### src/source/uart_pkg.sv
package uart_pkg;

  localparam int AXI_ADDR_W = 13;
  localparam int AXI_DATA_W = 32;

  // Master-driven half of the AXI-Lite bus
  typedef struct packed {
    logic                  aw_valid;
    logic [AXI_ADDR_W-1:0] aw_addr;
    logic                  w_valid;
    logic [AXI_DATA_W-1:0] w_data;
    logic                  b_ready;
    logic                  ar_valid;
    logic [AXI_ADDR_W-1:0] ar_addr;
    logic                  r_ready;
  } axi_lite_req_t;

  // Slave-driven half
  typedef struct packed {
    logic                  aw_ready;
    logic                  w_ready;
    logic                  b_valid;
    logic [1:0]            b_resp;
    logic                  ar_ready;
    logic                  r_valid;
    logic [AXI_DATA_W-1:0] r_data;
    logic [1:0]            r_resp;
  } axi_lite_resp_t;

  // Single-cycle access into the register window
  typedef struct packed {
    logic       valid;
    logic       write;
    logic [3:0] offset;
    logic [7:0] wdata;
    logic       err;
  } reg_access_t;

  // Receive FIFO payload
  typedef struct packed {
    logic [7:0] data;
    logic       frame_err;
  } rx_entry_t;

  localparam logic [1:0] RESP_OKAY   = 2'b00;
  localparam logic [1:0] RESP_SLVERR = 2'b10;

  localparam logic [3:0] REG_RX   = 4'h0;
  localparam logic [3:0] REG_TX   = 4'h4;
  localparam logic [3:0] REG_STAT = 4'h8;
  localparam logic [3:0] REG_CTRL = 4'hC;

  localparam int ST_RX_VALID  = 0;
  localparam int ST_RX_FULL   = 1;
  localparam int ST_TX_EMPTY  = 2;
  localparam int ST_TX_FULL   = 3;
  localparam int ST_INTR_EN   = 4;
  localparam int ST_OVERRUN   = 5;
  localparam int ST_FRAME_ERR = 6;

  localparam int CTRL_RST_TX  = 0;
  localparam int CTRL_RST_RX  = 1;
  localparam int CTRL_INTR_EN = 4;

endpackage

### src/source/uart_fifo.sv
`timescale 1ns/1ps

module uart_fifo #(
  parameter int  Depth   = 16,
  parameter type entry_t = logic [7:0]
) (
  input  logic   clk_i,
  input  logic   rstn_i,
  input  logic   clr_i,
  input  logic   push_i,
  input  entry_t data_i,
  input  logic   pop_i,
  output entry_t data_o,
  output logic   empty_o,
  output logic   full_o
);

  localparam int PtrW = (Depth > 1) ? $clog2(Depth) : 1;
  localparam int CntW = $clog2(Depth + 1);

  entry_t          mem_q [Depth];
  logic [PtrW-1:0] wr_ptr_q, rd_ptr_q;
  logic [CntW-1:0] count_q;
  logic            push_ok, pop_ok;

  assign empty_o = (count_q == '0);
  assign full_o  = (count_q == CntW'(Depth));
  assign push_ok = push_i && !full_o;
  assign pop_ok  = pop_i && !empty_o;

  // First-word fall-through
  assign data_o = mem_q[rd_ptr_q];

  always_ff @(posedge clk_i) begin
    if (push_ok) begin
      mem_q[wr_ptr_q] <= data_i;
    end
  end

  always_ff @(posedge clk_i) begin
    if (!rstn_i || clr_i) begin
      wr_ptr_q <= '0;
      rd_ptr_q <= '0;
      count_q  <= '0;
    end else begin
      if (push_ok) begin
        wr_ptr_q <= (wr_ptr_q == PtrW'(Depth - 1)) ? '0 : wr_ptr_q + 1'b1;
      end
      if (pop_ok) begin
        rd_ptr_q <= (rd_ptr_q == PtrW'(Depth - 1)) ? '0 : rd_ptr_q + 1'b1;
      end
      if (push_ok && !pop_ok) begin
        count_q <= count_q + 1'b1;
      end else if (pop_ok && !push_ok) begin
        count_q <= count_q - 1'b1;
      end
    end
  end

endmodule

### src/source/uart_tx.sv
`timescale 1ns/1ps

module uart_tx #(
  parameter int ClksPerBit = 868
) (
  input  logic       clk_i,
  input  logic       rstn_i,
  input  logic       valid_i,
  input  logic [7:0] data_i,
  output logic       ready_o,
  output logic       tx_o
);

  localparam int CntW = $clog2(ClksPerBit + 1);

  logic            busy_q;
  logic [CntW-1:0] cnt_q;
  logic [3:0]      bit_q;
  logic [9:0]      shift_q;
  logic            bit_done;
  logic            start;

  assign ready_o  = !busy_q;
  assign start    = valid_i && ready_o;
  assign bit_done = (cnt_q == CntW'(ClksPerBit - 1));

  // Line idles high between frames
  assign tx_o = busy_q ? shift_q[0] : 1'b1;

  always_ff @(posedge clk_i) begin
    if (!rstn_i) begin
      busy_q <= 1'b0;
      cnt_q  <= '0;
      bit_q  <= '0;
    end else if (start) begin
      busy_q <= 1'b1;
      cnt_q  <= '0;
      bit_q  <= '0;
    end else if (busy_q) begin
      if (bit_done) begin
        cnt_q <= '0;
        // Ten bits: start, eight data, stop
        if (bit_q == 4'd9) begin
          busy_q <= 1'b0;
        end else begin
          bit_q <= bit_q + 1'b1;
        end
      end else begin
        cnt_q <= cnt_q + 1'b1;
      end
    end
  end

  // Frame shifts out LSB first
  always_ff @(posedge clk_i) begin
    if (start) begin
      shift_q <= {1'b1, data_i, 1'b0};
    end else if (busy_q && bit_done) begin
      shift_q <= {1'b1, shift_q[9:1]};
    end
  end

endmodule

### src/source/uart_rx.sv
`timescale 1ns/1ps

module uart_rx import uart_pkg::*; #(
  parameter int ClksPerBit = 868
) (
  input  logic      clk_i,
  input  logic      rstn_i,
  input  logic      rx_i,
  output logic      valid_o,
  output rx_entry_t entry_o
);

  localparam int CntW    = $clog2(ClksPerBit + 1);
  localparam int HalfBit = ClksPerBit / 2;

  typedef enum logic [1:0] {
    S_IDLE,
    S_START,
    S_DATA,
    S_STOP
  } state_e;

  state_e          state_q;
  logic            rx_meta_q, rx_sync_q, rx_prev_q;
  logic [CntW-1:0] cnt_q;
  logic [2:0]      bit_q;
  logic [7:0]      shift_q;
  logic            valid_q;
  rx_entry_t       entry_q;
  logic            bit_done;

  assign bit_done = (cnt_q == CntW'(ClksPerBit - 1));
  assign valid_o  = valid_q;
  assign entry_o  = entry_q;

  always_ff @(posedge clk_i) begin
    if (!rstn_i) begin
      rx_meta_q <= 1'b1;
      rx_sync_q <= 1'b1;
      rx_prev_q <= 1'b1;
      state_q   <= S_IDLE;
      cnt_q     <= '0;
      bit_q     <= '0;
      valid_q   <= 1'b0;
    end else begin
      rx_meta_q <= rx_i;
      rx_sync_q <= rx_meta_q;
      rx_prev_q <= rx_sync_q;
      valid_q   <= 1'b0;
      case (state_q)
        S_IDLE: begin
          // Falling edge marks a possible start bit
          if (rx_prev_q && !rx_sync_q) begin
            state_q <= S_START;
            cnt_q   <= '0;
          end
        end
        S_START: begin
          if (cnt_q == CntW'(HalfBit - 1)) begin
            cnt_q   <= '0;
            bit_q   <= '0;
            // Glitch if the line is back high at mid-bit
            state_q <= rx_sync_q ? S_IDLE : S_DATA;
          end else begin
            cnt_q <= cnt_q + 1'b1;
          end
        end
        S_DATA: begin
          if (bit_done) begin
            cnt_q <= '0;
            bit_q <= bit_q + 1'b1;
            if (bit_q == 3'd7) begin
              state_q <= S_STOP;
            end
          end else begin
            cnt_q <= cnt_q + 1'b1;
          end
        end
        S_STOP: begin
          if (bit_done) begin
            cnt_q   <= '0;
            valid_q <= 1'b1;
            state_q <= S_IDLE;
          end else begin
            cnt_q <= cnt_q + 1'b1;
          end
        end
        default: state_q <= S_IDLE;
      endcase
    end
  end

  // Data arrives LSB first
  always_ff @(posedge clk_i) begin
    if (state_q == S_DATA && bit_done) begin
      shift_q <= {rx_sync_q, shift_q[7:1]};
    end
    if (state_q == S_STOP && bit_done) begin
      entry_q.data      <= shift_q;
      entry_q.frame_err <= !rx_sync_q;
    end
  end

endmodule

### src/source/uart_axi_slave.sv
`timescale 1ns/1ps

module uart_axi_slave import uart_pkg::*; #(
  parameter logic [AXI_ADDR_W-1:0] BaseAddr = 13'h1000
) (
  input  logic           clk_i,
  input  logic           rstn_i,
  input  axi_lite_req_t  axi_req_i,
  output axi_lite_resp_t axi_resp_o,
  output reg_access_t    acc_o,
  input  logic [7:0]     rdata_i
);

  typedef enum logic [2:0] {
    S_IDLE,
    S_WR_ACC,
    S_WR_RESP,
    S_RD_ACC,
    S_RD_RESP
  } state_e;

  state_e                state_q, state_d;
  logic [AXI_ADDR_W-1:0] addr;
  logic [AXI_ADDR_W-1:0] offset;
  logic                  in_window;
  logic                  accept;
  logic [1:0]            b_resp_q;
  logic [1:0]            r_resp_q;
  logic [AXI_DATA_W-1:0] r_data_q;

  // One transaction at a time, write wins a tie
  always_comb begin
    state_d = state_q;
    case (state_q)
      S_IDLE: begin
        if (axi_req_i.aw_valid && axi_req_i.w_valid) begin
          state_d = S_WR_ACC;
        end else if (axi_req_i.ar_valid) begin
          state_d = S_RD_ACC;
        end
      end
      S_WR_ACC:  state_d = S_WR_RESP;
      S_WR_RESP: if (axi_req_i.b_ready) state_d = S_IDLE;
      S_RD_ACC:  state_d = S_RD_RESP;
      S_RD_RESP: if (axi_req_i.r_ready) state_d = S_IDLE;
      default:   state_d = S_IDLE;
    endcase
  end

  always_ff @(posedge clk_i) begin
    if (!rstn_i) begin
      state_q <= S_IDLE;
    end else begin
      state_q <= state_d;
    end
  end

  // Offset decode for the accepted address
  assign addr      = (state_q == S_WR_ACC) ? axi_req_i.aw_addr : axi_req_i.ar_addr;
  assign offset    = addr - BaseAddr;
  assign in_window = (addr >= BaseAddr) && (offset < AXI_ADDR_W'(16));
  assign accept    = (state_q == S_WR_ACC) || (state_q == S_RD_ACC);

  always_comb begin
    acc_o        = '0;
    acc_o.valid  = accept && in_window;
    acc_o.write  = (state_q == S_WR_ACC);
    acc_o.offset = offset[3:0];
    acc_o.wdata  = axi_req_i.w_data[7:0];
    acc_o.err    = accept && !in_window;
  end

  // Response payload, held while the master stalls
  always_ff @(posedge clk_i) begin
    if (state_q == S_WR_ACC) begin
      b_resp_q <= in_window ? RESP_OKAY : RESP_SLVERR;
    end
    if (state_q == S_RD_ACC) begin
      r_resp_q <= in_window ? RESP_OKAY : RESP_SLVERR;
      r_data_q <= in_window ? AXI_DATA_W'(rdata_i) : '0;
    end
  end

  always_comb begin
    axi_resp_o          = '0;
    axi_resp_o.aw_ready = (state_q == S_WR_ACC);
    axi_resp_o.w_ready  = (state_q == S_WR_ACC);
    axi_resp_o.b_valid  = (state_q == S_WR_RESP);
    axi_resp_o.b_resp   = b_resp_q;
    axi_resp_o.ar_ready = (state_q == S_RD_ACC);
    axi_resp_o.r_valid  = (state_q == S_RD_RESP);
    axi_resp_o.r_data   = r_data_q;
    axi_resp_o.r_resp   = r_resp_q;
  end

endmodule

### src/source/uart_reg_map.sv
`timescale 1ns/1ps

module uart_reg_map import uart_pkg::*; (
  input  logic        clk_i,
  input  logic        rstn_i,
  input  reg_access_t acc_i,
  output logic [7:0]  rdata_o,
  output logic        tx_push_o,
  output logic [7:0]  tx_data_o,
  input  logic        tx_full_i,
  input  logic        tx_empty_i,
  output logic        tx_clr_o,
  output logic        rx_pop_o,
  input  rx_entry_t   rx_entry_i,
  input  logic        rx_empty_i,
  input  logic        rx_full_i,
  output logic        rx_clr_o,
  input  logic        rx_valid_i,
  output logic        irq_o
);

  logic       rd, wr;
  logic       stat_rd, ctrl_wr;
  logic       intr_en_q;
  logic       overrun_q;
  logic       frame_err_q;
  logic [7:0] status;

  assign rd      = acc_i.valid && !acc_i.write;
  assign wr      = acc_i.valid && acc_i.write;
  assign stat_rd = rd && (acc_i.offset == REG_STAT);
  assign ctrl_wr = wr && (acc_i.offset == REG_CTRL);

  // FIFO strobes
  assign tx_push_o = wr && (acc_i.offset == REG_TX) && !tx_full_i;
  assign tx_data_o = acc_i.wdata;
  assign rx_pop_o  = rd && (acc_i.offset == REG_RX) && !rx_empty_i;
  assign tx_clr_o  = ctrl_wr && acc_i.wdata[CTRL_RST_TX];
  assign rx_clr_o  = ctrl_wr && acc_i.wdata[CTRL_RST_RX];

  always_comb begin
    status               = '0;
    status[ST_RX_VALID]  = !rx_empty_i;
    status[ST_RX_FULL]   = rx_full_i;
    status[ST_TX_EMPTY]  = tx_empty_i;
    status[ST_TX_FULL]   = tx_full_i;
    status[ST_INTR_EN]   = intr_en_q;
    status[ST_OVERRUN]   = overrun_q;
    status[ST_FRAME_ERR] = frame_err_q;
  end

  always_comb begin
    case (acc_i.offset)
      REG_RX:   rdata_o = rx_empty_i ? 8'h00 : rx_entry_i.data;
      REG_STAT: rdata_o = status;
      default:  rdata_o = 8'h00;
    endcase
  end

  always_ff @(posedge clk_i) begin
    if (!rstn_i) begin
      intr_en_q   <= 1'b0;
      overrun_q   <= 1'b0;
      frame_err_q <= 1'b0;
    end else begin
      if (ctrl_wr) begin
        intr_en_q <= acc_i.wdata[CTRL_INTR_EN];
      end
      // Status read clears, a new event in the same cycle wins
      if (stat_rd) begin
        overrun_q   <= 1'b0;
        frame_err_q <= 1'b0;
      end
      if (rx_valid_i && rx_full_i) begin
        overrun_q <= 1'b1;
      end
      if (rx_pop_o && rx_entry_i.frame_err) begin
        frame_err_q <= 1'b1;
      end
    end
  end

  assign irq_o = intr_en_q && (!rx_empty_i || tx_empty_i);

endmodule

### src/source/uart_lite_top.sv
`timescale 1ns/1ps

module uart_lite_top import uart_pkg::*; #(
  parameter logic [AXI_ADDR_W-1:0] BaseAddr   = 13'h1000,
  parameter int                    ClksPerBit = 868,
  parameter int                    FifoDepth  = 16
) (
  input  logic                  clk_i,
  input  logic                  rstn_i,
  input  logic [AXI_ADDR_W-1:0] s_axi_awaddr_i,
  input  logic                  s_axi_awvalid_i,
  output logic                  s_axi_awready_o,
  input  logic [AXI_DATA_W-1:0] s_axi_wdata_i,
  input  logic                  s_axi_wvalid_i,
  output logic                  s_axi_wready_o,
  output logic [1:0]            s_axi_bresp_o,
  output logic                  s_axi_bvalid_o,
  input  logic                  s_axi_bready_i,
  input  logic [AXI_ADDR_W-1:0] s_axi_araddr_i,
  input  logic                  s_axi_arvalid_i,
  output logic                  s_axi_arready_o,
  output logic [AXI_DATA_W-1:0] s_axi_rdata_o,
  output logic [1:0]            s_axi_rresp_o,
  output logic                  s_axi_rvalid_o,
  input  logic                  s_axi_rready_i,
  input  logic                  rx_i,
  output logic                  tx_o,
  output logic                  irq_o
);

  axi_lite_req_t  axi_req;
  axi_lite_resp_t axi_resp;
  reg_access_t    acc;
  logic [7:0]     rdata;
  logic           tx_push, tx_full, tx_empty, tx_clr, tx_pop, tx_valid, tx_ready;
  logic [7:0]     tx_data, tx_byte;
  logic           rx_pop, rx_empty, rx_full, rx_clr, rx_valid;
  rx_entry_t      rx_entry, rx_head;

  // Flat bus into structs
  assign axi_req.aw_valid = s_axi_awvalid_i;
  assign axi_req.aw_addr  = s_axi_awaddr_i;
  assign axi_req.w_valid  = s_axi_wvalid_i;
  assign axi_req.w_data   = s_axi_wdata_i;
  assign axi_req.b_ready  = s_axi_bready_i;
  assign axi_req.ar_valid = s_axi_arvalid_i;
  assign axi_req.ar_addr  = s_axi_araddr_i;
  assign axi_req.r_ready  = s_axi_rready_i;

  assign s_axi_awready_o = axi_resp.aw_ready;
  assign s_axi_wready_o  = axi_resp.w_ready;
  assign s_axi_bvalid_o  = axi_resp.b_valid;
  assign s_axi_bresp_o   = axi_resp.b_resp;
  assign s_axi_arready_o = axi_resp.ar_ready;
  assign s_axi_rvalid_o  = axi_resp.r_valid;
  assign s_axi_rdata_o   = axi_resp.r_data;
  assign s_axi_rresp_o   = axi_resp.r_resp;

  // Shifter takes the FIFO head when idle
  assign tx_valid = !tx_empty;
  assign tx_pop   = tx_valid && tx_ready;

  uart_axi_slave #(
    .BaseAddr (BaseAddr)
  ) i_axi_slave (
    .clk_i      (clk_i),
    .rstn_i     (rstn_i),
    .axi_req_i  (axi_req),
    .axi_resp_o (axi_resp),
    .acc_o      (acc),
    .rdata_i    (rdata)
  );

  uart_reg_map i_reg_map (
    .clk_i      (clk_i),
    .rstn_i     (rstn_i),
    .acc_i      (acc),
    .rdata_o    (rdata),
    .tx_push_o  (tx_push),
    .tx_data_o  (tx_data),
    .tx_full_i  (tx_full),
    .tx_empty_i (tx_empty),
    .tx_clr_o   (tx_clr),
    .rx_pop_o   (rx_pop),
    .rx_entry_i (rx_head),
    .rx_empty_i (rx_empty),
    .rx_full_i  (rx_full),
    .rx_clr_o   (rx_clr),
    .rx_valid_i (rx_valid),
    .irq_o      (irq_o)
  );

  uart_fifo #(
    .Depth   (FifoDepth),
    .entry_t (logic [7:0])
  ) i_tx_fifo (
    .clk_i   (clk_i),
    .rstn_i  (rstn_i),
    .clr_i   (tx_clr),
    .push_i  (tx_push),
    .data_i  (tx_data),
    .pop_i   (tx_pop),
    .data_o  (tx_byte),
    .empty_o (tx_empty),
    .full_o  (tx_full)
  );

  uart_fifo #(
    .Depth   (FifoDepth),
    .entry_t (rx_entry_t)
  ) i_rx_fifo (
    .clk_i   (clk_i),
    .rstn_i  (rstn_i),
    .clr_i   (rx_clr),
    .push_i  (rx_valid),
    .data_i  (rx_entry),
    .pop_i   (rx_pop),
    .data_o  (rx_head),
    .empty_o (rx_empty),
    .full_o  (rx_full)
  );

  uart_tx #(
    .ClksPerBit (ClksPerBit)
  ) i_tx (
    .clk_i   (clk_i),
    .rstn_i  (rstn_i),
    .valid_i (tx_valid),
    .data_i  (tx_byte),
    .ready_o (tx_ready),
    .tx_o    (tx_o)
  );

  uart_rx #(
    .ClksPerBit (ClksPerBit)
  ) i_rx (
    .clk_i   (clk_i),
    .rstn_i  (rstn_i),
    .rx_i    (rx_i),
    .valid_o (rx_valid),
    .entry_o (rx_entry)
  );

endmodule

### config.mk
export PLATFORM = sky130hd
export DESIGN_NAME = uart_lite_top
export DESIGN_NICKNAME = d
export VERILOG_FILES = /design/src/source/uart_pkg.sv /design/src/source/uart_fifo.sv /design/src/source/uart_tx.sv /design/src/source/uart_rx.sv /design/src/source/uart_axi_slave.sv /design/src/source/uart_reg_map.sv /design/src/source/uart_lite_top.sv
export SDC_FILE = /design/constraint.sdc
export NUM_CORES = 1
export LEC_CHECK = 0
export BUFFER_PORTS_ARGS = -buffer_cell sky130_fd_sc_hd__clkbuf_2
export CORE_ASPECT_RATIO = 1.5
export CORE_MARGIN = 2
export CORE_UTILIZATION = 65
export CTS_CLUSTER_SIZE = 14
export DETAILED_ROUTE_END_ITERATION = 16
export GPL_ROUTABILITY_DRIVEN = 0
export GPL_TIMING_DRIVEN = 0
export PLACE_DENSITY = 0.85
export SLEW_MARGIN = 10
export SYNTH_ARGS = -nofsm -noshare
export SYNTH_HDL_FRONTEND = slang
export SYNTH_HIERARCHICAL = 1
export SYNTH_SLANG_ARGS = --single-unit
### constraint.sdc
create_clock -name clk_i -period 9.17 [get_ports clk_i]
set_input_delay 1.834 -clock clk_i [delete_from_list [all_inputs] [get_ports clk_i]]
set_output_delay 1.834 -clock clk_i [all_outputs]
set_load 0.01 [all_outputs]
# Word level (Yosys, flattened, before mapping)
# Memory sizes are Yosys's and may differ from the RTL's. A register that Yosys moved wholly into a read port is not among the register bits.
# Cells that the tools add are included.
[op_classes]
addsub = 13
magnitude_cmp = 2
eq_ne = 29
muxes = 51
bitwise_logic = 2
reduce_logical = 63
[ops]
columns = ["op", "n"]
rows = [
  ["$mux W10", 4],
  ["$mux W4", 8],
  ["$pmux W10 S3", 1],
  ["$logic_and A1 B1 Y1", 29],
  ["$eq A4 B4 Y1 const B", 7],
  ["$add A10 B1 Y10 const B", 2],
  ["$add A4 B1 Y4 const B", 5],
  ["$eq A10 B10 Y1 const B", 2],
  ["$mux W5", 4],
  ["$mux W3", 6],
  ["$mux W9", 2],
  ["$pmux W8 S2", 1],
  ["$pmux W3 S5", 1],
  ["$mux W2", 7],
  ["$ne A2 B1 Y1 const B", 7],
  ["$ge A13 B13 Y1 const B", 1],
  ["$lt A13 B5 Y1 const B", 1],
  ["$mux W1", 13],
  ["$mux W13", 1],
  ["$sub A13 B13 Y13 const B", 1],
  ["$logic_not A1 Y1", 12],
  ["$reduce_bool A2 Y1", 6],
  ["$add A5 B1 Y5 const B", 2],
  ["$eq A10 B9 Y1 const B", 1],
  ["23 further kinds", 36],
]
[word_totals]
reg_bits = 128
ramBits = 272
input_bits = 66
memories = 2
[memory_table]
columns = ["memory", "words", "word_bits", "rd", "rd_clocked_by_memory_dff", "wr", "line_no", "text"]
rows = [
  ["i_rx_fifo.mem_q", 16, 9, 1, 1, 1, "uart_fifo.sv:21", "entry_t mem_q [Depth];"],
  ["i_tx_fifo.mem_q", 16, 8, 1, 1, 1, "uart_fifo.sv:21", ""],
]

# Depth between registers and ports, before layout
[depth]
ltp_word = 14
mapped_depth = 16
mapped_depth_nobuf = 14

# Modules after synthesis
# The synthesis kept the hierarchy.
[modules_own_cells]
columns = ["mod", "instances", "cells_per_inst", "area_per_inst_um2", "seq_area_each_um2"]
rows = [
  ["uart_fifo at i_rx_fifo", 1, 340, 6361.1, 4664.5],
  ["uart_fifo at i_tx_fifo", 1, 316, 5766.8, 4184.0],
  ["uart_rx", 1, 135, 1531.5, 890.9],
  ["uart_tx", 1, 112, 1114.8, 560.5],
  ["uart_axi_slave", 1, 96, 948.4, 360.3],
  ["uart_reg_map", 1, 42, 371.6, 60.1],
  ["uart_lite_top", 1, 2, 10.0, 0.0],
]

# Worst setup path before layout
# OpenSTA, ideal clock, no wires.
[synth_path]
path_kind = "input -> register"
startpoint = "in s_axi_araddr_i[11]"
endpoint = "reg i_tx_fifo.count_q[4]"
setup_ps = 128
arrival_ps = 4647
path_slack_ps = 4395
cell_stages = 14
cell_sequence = "or4_1 o41ai_2 and3b_1 nand4_1 nor3_1 o21a_1 buf_6 ha_1 inv_1 ha_1 a21oi_1 a211oi_1 o211ai_1 o31ai_1"
[synth_rtl]
columns = ["item", "line_no", "text"]
rows = [
  ["start: declaration", "uart_lite_top.sv:19", "input logic [AXI_ADDR_W-1:0] s_axi_araddr_i,"],
  ["end signal: assignment", "uart_fifo.sv:53", "count_q <= count_q + 1'b1;"],
  ["end signal: assignment", "uart_fifo.sv:55", "count_q <= count_q - 1'b1;"],
  ["end: declaration", "uart_fifo.sv:23", "logic [CntW-1:0] count_q;"],
]

==> flow_summary.ini <==
[final_layout]
final_common_cell = edfxtp_1
drive_above_1_share_pct = 23.1
diodes = 0
fin_nets = 1249
multi_input_area_um2 = 4860
n_fill_cell = 1417
register_area_um2 = 10700
finalCoreUtilization_pct = 73.9
layout_common_cells = edfxtp_1, dfxtp_1, nor2_1
area_growth_pct = 11.7

[clocking]
postCtsSetupBuffers = 0
htreeDepth = 2
clk_latency_ns = 0.54
cts_buffers = 35
tritoncts = done
cts_num_sinks = 382
postCtsHoldBufs = 0
clk_path_buf_depth = 3
clock-root-buffer = clkbuf_16
clkSlewWorstSetupHoldPaths_ns = 0.06
ctsResizeCount = 0

[sta]
fin_ws_ns = 4.02
hold_viol = 0
max_slew_margin_pct = 20.1
period_minus_slack_ns = 5.15
tns_ns = 0
worst_slew_pin_slew_ns = 1.19
slew_violations = 0
fmax_ghz = 0.194
rsz0062_at_grt = no
fin_crit_sh_pct = 56.1
clock_skew_ns = 0.0220
setup_viol = 0

[setup_path]
crit_path_end_kind = flip-flop
ff2ff_setup_slack_ns = 4.66
startpoint_type = input pin
path_class = input pin to flip-flop
required_ns = 9.60
cp.arrival_ns = 5.58
cp_max_fo = 8

[floorplan]
coreArea_um2 = 24300
die_area_um2 = 26100
die_y_um = 197
chipWidth_um = 132
rows = 70
io_pins = 109
initial_core_util_pct = 66.1

[routing]
routed_via_density = 6.30
vias = 9454
drc = 0
antenna_left = 0
firstDrtPassIters = 5
wl_per_cell_um = 24.1
drtIter0Drc = 811
drt-total-wl_um = 36100

[job]
drv_cap = 0

[grt]
grt_pass1_wl_um = 54900
grt_overflow = 0
antenna_found_initial = 1
track_usage_pct = 28.2
grt_max_degree = 19
grt_pass1_vias = 9588

[yosys]
synth.avg_cell_area_um2 = 15.4
yosysWarnings = 6
syn-cell-area_um2 = 16100
synth_cells = 1042

[place]
io_buffers = 50
place_ws_ns = 3.40
hpwl_um = 23200

[pwr]
max-vdd-ir-drop_uv = 161
power_density_nw_per_um2 = 187
p_leak_nw = 6.14

[min_path]
hold_class = flip-flop to flip-flop

[status]
status = finished clean
-- final timing paths --
check                                            start              endpoint  cells after the start
worst max-delay path                s_axi_araddr_i[11]  i_tx_fifo/count_q[4]                     15
worst min register to register         i_rx/shift_q[0]       i_rx/entry_o[1]                      0
worst max register to register  i_axi_slave/state_q[0]  i_tx_fifo/count_q[4]                     15
worst min-delay path                   i_rx/shift_q[0]       i_rx/entry_o[1]                      0
-- state kept, by name (all words and copies together) (netlist names), 8 cells and up, named ones only --
register / count
i_tx/shift_q: 9
i_rx_fifo/mem_q: 144
i_axi_slave/r_data_q: 8
i_tx_fifo/mem_q: 128
i_rx/entry_o: 9
i_tx/cnt_q: 10
i_rx/cnt_q: 10
i_rx/shift_q: 8
-- where the power goes --
part	internal (mW)	total (mW)	switching [mW]
Combinational	0.0358	0.0901	0.0543
Sequential	1.86	1.87	0.00489
Clock	0.806	1.40	0.597
-- per-stage QoR --
| step | total power, mW | instances | hold slack (ns) | cell area (um2) |
|---|---|---|---|---|
| final | 3.36 | 1501 | 0.419 | 18000 |
| after global routing | 3.44 | 1501 | 0.426 | 18000 |
| after CTS | 3.37 | 1501 | 0.420 | 18000 |
| after detailed placement | 1.99 | 1441 | 0.405 | 16900 |
| after global placement | 1.99 | 1441 | 0.393 | 16800 |
| after floorplan | 1.96 | 1067 | 0.386 | 16200 |
-- metal layers --
metal / up-vias / GRT usage (%) / routed length [um]
met5: - / 0 / 12
met4: 2 / 14.9 / 1890
met3: 114 / 3.83 / 2080
met2: 446 / 52.2 / 19600
met1: 4737 / 31.6 / 12500
li1: 4155 / - / -
-- layout make-up --
class / instances / area share, %
multi-input cells: 569 / 27.0
plain buffers: 91 / 3.10
clock inverters: 9 / 0.598
inverters: 25 / 0.522
well taps: 324 / 2.25
clock buffers: 51 / 5.49
flip-flops and latches: 382 / 59.6
repair buffers: 50 / 1.39
-- critical path, cell delays in order --
cell,delay (ns)
clkbuf_2,0.08
or4_1,0.54
o41ai_2,0.42
and3b_1,0.36
nand4_1,0.12
nor3_1,0.50
o21a_1,0.23
buf_6,0.14
ha_1,0.23
inv_1,0.13
ha_1,0.35
a21oi_1,0.09
a211oi_1,0.31
o211ai_1,0.15
o31ai_1,0.09
(Power assumes the default switching activity.)
